## config.mk

```make
export PLATFORM = sky130hd
export DESIGN_NAME = sparcFrontEnd
export DESIGN_NICKNAME = d
export VERILOG_FILES = /design/src/sparcIsaPkg.sv /design/src/pipeCtrlPkg.sv /design/src/decodeIf.sv /design/src/sparcFrontEnd.sv /design/src/pcSequencer.sv /design/src/conditionUnit.sv /design/src/instructionDecoder.sv
export VERILOG_INCLUDE_DIRS = /design/src
export SDC_FILE = /design/constraint.sdc
export NUM_CORES = 1
export LEC_CHECK = 0
export ABC_CLOCK_PERIOD_IN_PS = 8700
export BUFFER_PORTS_ARGS = -buffer_cell sky130_fd_sc_hd__buf_2
export CAP_MARGIN = 20
export CORE_MARGIN = 3
export CORE_UTILIZATION = 61
export DETAILED_ROUTE_END_ITERATION = 10
export PLACE_DENSITY = 0.86
export SYNTH_ARGS = -nofsm -noshare
export SYNTH_HDL_FRONTEND = slang
export SYNTH_SLANG_ARGS = --single-unit
```

## constraint.sdc

```tcl
create_clock -name Clk -period 8.7 [get_ports Clk]
set_input_delay 0.435 -clock Clk [delete_from_list [all_inputs] [get_ports Clk]]
set_output_delay 0.435 -clock Clk [all_outputs]
set_load 0.05 [all_outputs]
```

## src/sparc_config.svh

```systemverilog
`ifndef SPARC_CONFIG_SVH
`define SPARC_CONFIG_SVH

// Datapath word, also the width of every address and PC register
`define XLEN 32

// First fetch address after reset
`define RESET_PC 32'h0000_0000

// Fixed instruction length, the sequential PC step
`define INSTR_BYTES 4

`endif
```

## src/sparcIsaPkg.sv

```systemverilog
package sparcIsaPkg;

    // Major opcode, instruction bits 31:30
    typedef enum logic [1:0] {
        BRANCH_SETHI = 2'd0,
        CALL         = 2'd1,
        ARITH        = 2'd2,
        MEM          = 2'd3
    } opT;

    // Same bit order as the ALU flag outputs
    typedef struct packed {
        logic n;
        logic z;
        logic v;
        logic c;
    } ccT;

    // Integer branch conditions; bit 3 negates the low half
    typedef enum logic [3:0] {
        BN   = 4'd0,
        BE   = 4'd1,
        BLE  = 4'd2,
        BL   = 4'd3,
        BLEU = 4'd4,
        BCS  = 4'd5,
        BNEG = 4'd6,
        BVS  = 4'd7,
        BA   = 4'd8,
        BNE  = 4'd9,
        BG   = 4'd10,
        BGE  = 4'd11,
        BGU  = 4'd12,
        BCC  = 4'd13,
        BPOS = 4'd14,
        BVC  = 4'd15
    } condT;

    typedef enum logic [3:0] {
        ADD   = 4'd0,
        ADDX  = 4'd1,
        SUB   = 4'd2,
        SUBX  = 4'd3,
        AND   = 4'd4,
        OR    = 4'd5,
        XOR   = 4'd6,
        XNOR  = 4'd7,
        ANDN  = 4'd8,
        ORN   = 4'd9,
        SLL   = 4'd10,
        SRL   = 4'd11,
        SRA   = 4'd12,
        PASSB = 4'd14    // Operand B straight through
    } aluOpT;

endpackage

```

## src/pipeCtrlPkg.sv

```systemverilog
package pipeCtrlPkg;

    typedef enum logic [1:0] {
        BYTE = 2'd0,
        HALF = 2'd1,
        WORD = 2'd2
    } memSizeT;

    // ID/EX payload, 14 bits, MSB first
    typedef struct packed {
        logic               jmpl;
        logic               store;
        sparcIsaPkg::aluOpT aluOp;
        logic               signExt;    // Sign extend loaded byte or half
        logic               load;
        logic               rfEnable;   // Destination register write
        memSizeT            memSize;
        logic               modifyCC;
        logic               call;
        logic               memEnable;
    } ctrlWordT;

    // All-zero control word, no side effects in later stages
    localparam ctrlWordT BUBBLE = '0;

    // Source of the next nPC value
    typedef enum logic [1:0] {
        SEQ,
        BRANCH,
        CALL,
        JMPL
    } nextPcSelT;

endpackage

```

## src/decodeIf.sv

```systemverilog
`timescale 1ns/1ps
`include "sparc_config.svh"

interface decodeIf
    import sparcIsaPkg::*;
();

    logic             isBranch;
    logic             isCall;
    logic             annul;      // Annul bit of a branch
    condT             cond;
    logic [`XLEN-1:0] target;     // Decode PC plus scaled displacement
    logic             idValid;    // IF/ID holds a real instruction

    modport producer (
        output isBranch, isCall, annul, cond, target, idValid
    );

    modport consumer (
        input isBranch, isCall, annul, cond, target, idValid
    );

endinterface

```

## src/sparcFrontEnd.sv

```systemverilog
`timescale 1ns/1ps
`include "sparc_config.svh"

module sparcFrontEnd
    import sparcIsaPkg::*;
    import pipeCtrlPkg::*;
(
    input  logic             Clk,
    input  logic             rstN,
    input  logic             fetchEn,      // Fetch advance, low stalls
    input  logic [`XLEN-1:0] instr,
    input  logic [`XLEN-1:0] jmplTarget,   // JMPL address from EX
    input  ccT               aluFlags,
    output logic [`XLEN-1:0] pc,
    output logic [`XLEN-1:0] npc,
    output ctrlWordT         ctrlWord,
    output ccT               condCodes
);

    decodeIf decBus ();

    logic             taken;
    logic             flush;
    logic [`XLEN-1:0] idPc;

    instructionDecoder uDecoder (
        .Clk      (Clk),
        .rstN     (rstN),
        .fetchEn  (fetchEn),
        .instr    (instr),
        .flush    (flush),
        .idPc     (idPc),
        .dec      (decBus.producer),
        .ctrlWord (ctrlWord)
    );

    conditionUnit uCondition (
        .Clk        (Clk),
        .rstN       (rstN),
        .dec        (decBus.consumer),
        .exModifyCC (ctrlWord.modifyCC),
        .aluFlags   (aluFlags),
        .taken      (taken),
        .condCodes  (condCodes)
    );

    pcSequencer uSequencer (
        .Clk        (Clk),
        .rstN       (rstN),
        .fetchEn    (fetchEn),
        .dec        (decBus.consumer),
        .taken      (taken),
        .exJmpl     (ctrlWord.jmpl),
        .jmplTarget (jmplTarget),
        .pc         (pc),
        .npc        (npc),
        .idPc       (idPc),
        .flush      (flush)
    );

endmodule

```

## src/pcSequencer.sv

```systemverilog
`timescale 1ns/1ps
`include "sparc_config.svh"

module pcSequencer
    import sparcIsaPkg::*;
    import pipeCtrlPkg::*;
(
    input  logic             Clk,
    input  logic             rstN,
    input  logic             fetchEn,
    decodeIf.consumer        dec,
    input  logic             taken,
    input  logic             exJmpl,
    input  logic [`XLEN-1:0] jmplTarget,
    output logic [`XLEN-1:0] pc,
    output logic [`XLEN-1:0] npc,
    output logic [`XLEN-1:0] idPc,
    output logic             flush
);

    nextPcSelT        sel;
    logic [`XLEN-1:0] npcNext;

    // JMPL from EX is the oldest redirect and wins
    always_comb
    begin
        if (exJmpl)
            sel = JMPL;
        else if (dec.isCall && dec.idValid)
            sel = pipeCtrlPkg::CALL;
        else if (taken)
            sel = BRANCH;
        else
            sel = SEQ;
    end

    always_comb
    begin
        case (sel)
            JMPL:              npcNext = jmplTarget;
            pipeCtrlPkg::CALL: npcNext = dec.target;
            BRANCH:            npcNext = dec.target;
            default:           npcNext = npc + `INSTR_BYTES;
        endcase
    end

    always_ff @(posedge Clk or negedge rstN)
    begin
        if (!rstN)
        begin
            pc   <= `RESET_PC;
            npc  <= `RESET_PC + `INSTR_BYTES;
            idPc <= `RESET_PC;
        end
        else if (fetchEn)
        begin
            pc   <= npc;
            npc  <= npcNext;
            idPc <= pc;      // PC of the word entering IF/ID
        end
    end

    // Squash the delay slot of an annulled branch
    assign flush = dec.isBranch && dec.idValid && dec.annul
                   && (!taken || dec.cond == BA);

    assert property (@(posedge Clk) disable iff (!rstN)
        (pc[1:0] == 2'b00) && (npc[1:0] == 2'b00))
        else $error("pc or npc not word aligned");

endmodule

```

## src/conditionUnit.sv

```systemverilog
`timescale 1ns/1ps

module conditionUnit
    import sparcIsaPkg::*;
(
    input  logic      Clk,
    input  logic      rstN,
    decodeIf.consumer dec,
    input  logic      exModifyCC,
    input  ccT        aluFlags,
    output logic      taken,
    output ccT        condCodes
);

    ccT storedCC;    // PSR icc field
    ccT evalCC;

    // Low three bits pick the test, bit 3 inverts it
    function automatic logic condMet(input condT c, input ccT f);
        logic base;
        case (condT'({1'b0, c[2:0]}))
            BN:      base = 1'b0;
            BE:      base = f.z;
            BLE:     base = f.z | (f.n ^ f.v);
            BL:      base = f.n ^ f.v;
            BLEU:    base = f.c | f.z;
            BCS:     base = f.c;
            BNEG:    base = f.n;
            BVS:     base = f.v;
            default: base = 1'b0;
        endcase
        return base ^ c[3];
    endfunction

    always_ff @(posedge Clk or negedge rstN)
    begin
        if (!rstN)
            storedCC <= '0;
        else if (exModifyCC)
            storedCC <= aluFlags;
    end

    // Forward flags of a CC-setting instruction still in EX
    assign evalCC = exModifyCC ? aluFlags : storedCC;

    assign taken     = dec.isBranch && dec.idValid && condMet(dec.cond, evalCC);
    assign condCodes = storedCC;

    // Only a valid branch in decode redirects fetch
    assert property (@(posedge Clk) disable iff (!rstN)
        taken |-> (dec.isBranch && dec.idValid))
        else $error("taken raised without a branch in decode");

endmodule

```

## src/instructionDecoder.sv

```systemverilog
`timescale 1ns/1ps
`include "sparc_config.svh"

module instructionDecoder
    import sparcIsaPkg::*;
    import pipeCtrlPkg::*;
(
    input  logic             Clk,
    input  logic             rstN,
    input  logic             fetchEn,
    input  logic [`XLEN-1:0] instr,
    input  logic             flush,
    input  logic [`XLEN-1:0] idPc,
    decodeIf.producer        dec,
    output ctrlWordT         ctrlWord
);

    logic [`XLEN-1:0] ifId;          // IF/ID instruction register
    opT               op;
    logic [5:0]       op3;
    ctrlWordT         decoded;
    logic [`XLEN-1:0] dispCall;
    logic [`XLEN-1:0] dispBranch;

    assign op  = opT'(ifId[31:30]);
    assign op3 = ifId[24:19];

    always_ff @(posedge Clk or negedge rstN)
    begin
        if (!rstN)
            ifId <= '0;                      // Nop
        else if (fetchEn)
            ifId <= flush ? '0 : instr;      // Annulled delay slot dropped
    end

    // Word displacements scaled to bytes
    assign dispCall   = {ifId[29:0], 2'b00};
    assign dispBranch = {{(`XLEN-24){ifId[21]}}, ifId[21:0], 2'b00};

    assign dec.target  = idPc + ((op == sparcIsaPkg::CALL) ? dispCall : dispBranch);
    assign dec.idValid = (ifId != '0);

    always_comb
    begin
        decoded      = BUBBLE;
        dec.isBranch = 1'b0;
        dec.isCall   = 1'b0;
        dec.annul    = 1'b0;
        dec.cond     = condT'(ifId[28:25]);
        case (op)
            sparcIsaPkg::CALL:
            begin
                decoded.call     = 1'b1;
                decoded.rfEnable = 1'b1;      // Return address into r15
                dec.isCall       = 1'b1;
            end
            BRANCH_SETHI:
            begin
                if (ifId[24:22] == 3'b100)
                begin
                    decoded.aluOp    = PASSB; // SETHI loads imm22 through B
                    decoded.rfEnable = 1'b1;
                end
                else if (ifId != '0)
                begin
                    dec.isBranch = 1'b1;
                    dec.annul    = ifId[29];
                end
            end
            ARITH:
            begin
                decoded.rfEnable = 1'b1;
                if (op3 == 6'b111000)
                begin
                    decoded.jmpl  = 1'b1;     // Address is rs1 plus operand 2
                    decoded.aluOp = ADD;
                end
                else
                begin
                    decoded.modifyCC = ifId[23];
                    case (op3[3:0])
                        4'd0:    decoded.aluOp = ADD;
                        4'd8:    decoded.aluOp = ADDX;
                        4'd4:    decoded.aluOp = SUB;
                        4'd12:   decoded.aluOp = SUBX;
                        4'd1:    decoded.aluOp = AND;
                        4'd2:    decoded.aluOp = OR;
                        4'd3:    decoded.aluOp = XOR;
                        4'd5:    decoded.aluOp = op3[5] ? SLL : ANDN;
                        4'd6:    decoded.aluOp = op3[5] ? SRL : ORN;
                        4'd7:    decoded.aluOp = op3[5] ? SRA : XNOR;
                        default: decoded = BUBBLE;  // Unsupported op3
                    endcase
                end
            end
            MEM:
            begin
                case (op3)
                    6'b001001, 6'b001010, 6'b000000, 6'b000001, 6'b000010,
                    6'b000101, 6'b000110, 6'b000100:
                    begin
                        decoded.memEnable = 1'b1;
                        decoded.aluOp     = ADD;        // rs1 plus offset
                        decoded.store     = op3[2];
                        decoded.load      = !op3[2];
                        decoded.rfEnable  = !op3[2];    // Loads write rd
                        decoded.signExt   = op3[3];     // LDSB and LDSH only
                        case (op3[1:0])
                            2'b01:   decoded.memSize = BYTE;
                            2'b10:   decoded.memSize = HALF;
                            default: decoded.memSize = WORD;
                        endcase
                    end
                    default: decoded = BUBBLE;
                endcase
            end
            default: decoded = BUBBLE;
        endcase
    end

    always_ff @(posedge Clk or negedge rstN)
    begin
        if (!rstN)
            ctrlWord <= BUBBLE;
        else if (fetchEn)
            ctrlWord <= decoded;
        else
            ctrlWord <= BUBBLE;    // Stall leaves EX empty
    end

    // A memory op in EX is either a load or a store, never both
    assert property (@(posedge Clk) disable iff (!rstN)
        !(ctrlWord.load && ctrlWord.store))
        else $error("ctrlWord carries load and store together");

endmodule

```

==> implementation parameters <==
Parameter                              Value

Timing
  Setup repair after global routing missed its margin    false
  Least-Margin Pin Slew    1.07 ns
  Worst slew margin relative to its limit    28.6%
  Hold Fails Final Rpt    6
  Final TNS setup    0 ns
  Worst hold slack    -0.0125 ns
  Clk_skew    0.00929 ns
  Crit share post-route    48.9%
  Fmax achieved    235 MHz
  Final count of pins violating max slew    0
  Setup Viol. Count Final    0
  Post-layout minimum cycle time    4.25 ns

GRT
  Pin count of the biggest net entering global routing    80
  Global-route track usage on met2    49.4%
  Aggregate global-route resource usage    31.5%
  Total grt overflow    0
  Met3 track demand over resource    8.06%
  Number of global-route vias before repair    7703
  Layer with the highest usage after global routing    met2
  First-pass GRT wire length    40.0 mm
  GRT met1 Usage    43.6%
  Initial antenna violation count    0

Clock tree
  H-tree levels    4
  Number of clock sinks    146
  Setup repair bufs after CTS    0
  Number of resized instances in the post-cts repair step    0
  Number of buffers created by CTS    17
  Cts hold-fix bufs    0
  Clock Path Buffers    2
  Library cell used as clock root buffer    sky130_fd_sc_hd__clkbuf_16
  Source-to-sink clock delay at the later pin of the worst-skew pair    0.43 ns
  Clock-pin slew on the worst setup and hold paths    0.06 ns
  TritonCTS clock tree    yes

Detailed routing
  Number of vias in the routed layout    8138
  Number of DRC markers in iteration 0    919
  Final Routed Wirelength    25.1 mm
  Routed wire length per instance    20.0 um
  Vias per cell    6.49
  Number of search-and-repair iterations in the first detailed-routing pass    6
  Count of antenna-violating nets left after detailed routing    0
  Number of DRC violations after detailed routing    0

Yosys
  Number of instances in the synthesized netlist    944
  Post-synth top area cell    sky130_fd_sc_hd__dfrtp_1
  Post-synthesis area per instance    9.29 um2
  Post-synthesis cell area    8770 um2
  Post-synthesis net count    1052
  Yosys top cell area share    41.4%
  Top post-synthesis cells by area    sky130_fd_sc_hd__dfrtp_1 (41%), sky130_fd_sc_hd__mux2_2 (7.3%), sky130_fd_sc_hd__ha_1 (5.1%)
  Warnings from Yosys    0
  Number of enable-type register cells in the synthesized netlist    0
  Share of synthesized area occupied by flip-flops and latches    41.7%
  Top FF cell, synth    sky130_fd_sc_hd__dfrtp_1
  Async set or reset register ratio after synthesis    100%
  Number of synthesized register bits    146
  Number of distinct library cells after synthesis    78

Pwr
  Largest vdd supply drop    262 uV
  Leakage power summed over all cells    0.00481 uW
  Power Density    382 nW/um2

Critical path
  Source of the worst register-to-register timing path    uDecoder.ctrlWord[2]
  Critical Setup Path Class    flip-flop to flip-flop
  Max Fanout on Critical Path    40
  Worst EP required    9.05 ns
  Arrival time of the worst setup path    4.60 ns
  Worst reg2reg path depth    13
  Minimum setup slack among reg-to-reg paths    4.45 ns
  Type of destination of the critical path    flip-flop
  Worst r2r dst    uSequencer.npc[12]
  CP startpoint kind    flip-flop

Placed design
  Final weighted congestion in routability-driven placement    0.932
  HPWL after detailed placement    17.9 mm
  Total of buffers placed on input and output ports    152

Run status
  Failing checks    hold timing
  Status    finished with violations

Final layout
  Layout cells sized above 1    23.7%
  Utilization of the core after routing    72.1%
  Area overhead of the layout relative to synthesis    15.1%
  Filler cells    1047
  Antenna diodes    0
  Layout Nets    1169

Run
  # Max-Cap Violations    0

Floorplan
  Die boundary height    126 um
  Standard-cell row count    43
  Horizontal die dimension    126 um
  Core box area    14000 um2
  Boundary pin count    153
  Starting density of the core    62.7%
  Die footprint    15800 um2

Hold path
  Worst hold path type    input pin to asynchronous set/reset pin
==> metal layers <==
metal  vias to the layer above  wire [um]
met1                      3887      10100
met5                         -          0
met3                        66       2610
met2                       494      11700
met4                         0        691
li1                       3691          -
==> cell usage in the layout (no fill, tap or decap), types with 13 or more instances in the layout <==
cell type	synthesis	layout
sky130_fd_sc_hd__nand3_1	25	25
sky130_fd_sc_hd__mux2_2	57	57
sky130_fd_sc_hd__o21ai_0	59	59
sky130_fd_sc_hd__a21oi_1	63	63
sky130_fd_sc_hd__buf_2	5	150
sky130_fd_sc_hd__o22ai_1	34	34
sky130_fd_sc_hd__xnor2_1	17	17
sky130_fd_sc_hd__nand2_1	104	104
sky130_fd_sc_hd__a21o_1	24	24
sky130_fd_sc_hd__mux2i_1	14	14
sky130_fd_sc_hd__inv_1	55	55
sky130_fd_sc_hd__dfrtp_1	145	145
sky130_fd_sc_hd__clkbuf_16	0	17
sky130_fd_sc_hd__ha_1	36	36
sky130_fd_sc_hd__nor3_1	22	22
sky130_fd_sc_hd__nor4_1	13	13
sky130_fd_sc_hd__nor2_1	50	50
==> cell usage after synthesis, types with 4 or more instances <==
master	instances
sky130_fd_sc_hd__a221oi_1	10
sky130_fd_sc_hd__or3_1	6
sky130_fd_sc_hd__o21a_1	7
sky130_fd_sc_hd__a211oi_1	9
sky130_fd_sc_hd__xor2_1	5
sky130_fd_sc_hd__a22oi_1	5
sky130_fd_sc_hd__nand2b_1	6
sky130_fd_sc_hd__o22ai_1	34
sky130_fd_sc_hd__o211ai_1	5
sky130_fd_sc_hd__nand3_1	25
sky130_fd_sc_hd__ha_1	36
sky130_fd_sc_hd__and2_1	5
sky130_fd_sc_hd__o21ai_0	59
sky130_fd_sc_hd__nor3_1	22
sky130_fd_sc_hd__nand4_1	11
sky130_fd_sc_hd__clkbuf_1	39
sky130_fd_sc_hd__a21oi_1	63
sky130_fd_sc_hd__mux2i_1	14
sky130_fd_sc_hd__a21boi_0	4
sky130_fd_sc_hd__buf_1	7
sky130_fd_sc_hd__nand2_1	104
sky130_fd_sc_hd__mux2_2	57
sky130_fd_sc_hd__a311oi_1	4
sky130_fd_sc_hd__a31oi_1	11
sky130_fd_sc_hd__a21o_1	24
sky130_fd_sc_hd__xnor2_1	17
sky130_fd_sc_hd__dfrtp_1	145
sky130_fd_sc_hd__a211o_1	4
sky130_fd_sc_hd__nor2_1	50
sky130_fd_sc_hd__buf_2	5
sky130_fd_sc_hd__buf_6	6
sky130_fd_sc_hd__nor4_1	13
sky130_fd_sc_hd__and3_1	7
sky130_fd_sc_hd__inv_1	55
==> cells by family (layout without fill, tap and decap cells) <==
| group | after synthesis | in the layout | synth area share [%] |
|---|---|---|---|
| xor+xnor | 22 | 22 | 2.20 |
| buf+inv | 117 | 246 | 5.77 |
| simple gates | 274 | 274 | 15.3 |
| mux | 72 | 72 | 9.05 |
| fa+ha+maj | 37 | 37 | 5.37 |
| compound gates | 276 | 276 | 20.6 |
| flops | 146 | 146 | 41.7 |
==> state kept, by name (all words and copies together), names as in the netlist <==
register / count
uSequencer.idPc: 32
uDecoder.ctrlWord: 14
uCondition.condCodes: 4
uSequencer.pc: 32
uDecoder.ifId: 32
uSequencer.npc: 32
==> worst max-delay path: stages, from the launching register on <==
cell and delay, ns:
sky130_fd_sc_hd__dfrtp_1 0.48, sky130_fd_sc_hd__mux2_1 0.37, sky130_fd_sc_hd__o21bai_1 0.17, sky130_fd_sc_hd__a32oi_1 0.31
sky130_fd_sc_hd__a21boi_0 0.26, sky130_fd_sc_hd__xnor2_1 0.09, sky130_fd_sc_hd__a31oi_1 0.17, sky130_fd_sc_hd__ha_1 0.16
sky130_fd_sc_hd__buf_4 0.38, sky130_fd_sc_hd__clkinv_1 0.41, sky130_fd_sc_hd__nand2_1 0.79, sky130_fd_sc_hd__a21oi_1 0.10
sky130_fd_sc_hd__a221o_1 0.33, sky130_fd_sc_hd__a31oi_1 0.13
==> report_power, final <==
group / total [uW] / internal, uW / switching [uW] / leakage (uW)
logic: 1920 / 634 / 1290 / 0.00273
registers: 1210 / 921 / 291 / 0.00181
clock network: 720 / 436 / 284 / 0.000274
total: 3860 / 1990 / 1870 / 0.00481
==> stage by stage <==
stage / hold WS (ns) / cells / setup slack, ns / area, um2 / power [uW]
2_1_floorplan: 0.139 / 944 / 5.54 / 8770 / 2610
3_3_place_gp: 0.470 / 1222 / 4.75 / 9520 / 3060
3_5_place_dp: 0.475 / 1222 / 4.67 / 9520 / 3100
4_1_cts: 0.0298 / 1253 / 4.55 / 10100 / 3830
5_1_grt: 0.0447 / 1253 / 4.19 / 10100 / 4060
6_report: -0.0125 / 1253 / 4.45 / 10100 / 3860
==> final cells by class <==
class	instances	area, um2	share of cell area, %
multi-input combinational	681	4610	45.7
clock buffer	23	468	4.64
tap	180	225	2.23
inverter	57	214	2.12
clock inverter	8	103	1.02
timing repair buffer	158	818	8.11
sequential	146	3650	36.2
==> worst max-delay path by stage <==
stage                                       start            endpoint  slack, ns  cells past startpoint
after floorplan           uCondition.condCodes[0]  uSequencer.npc[21]       5.54                     13
after global placement                aluFlags[0]  uSequencer.npc[12]       4.75                     14
after detailed placement              aluFlags[0]  uSequencer.npc[12]       4.67                     14
after CTS                    uDecoder.ctrlWord[2]  uSequencer.npc[12]       4.55                     13
after global routing         uDecoder.ctrlWord[2]  uSequencer.npc[12]       4.19                     13
final                        uDecoder.ctrlWord[2]  uSequencer.npc[12]       4.45                     13
Power figures use the tool's default switching activity.
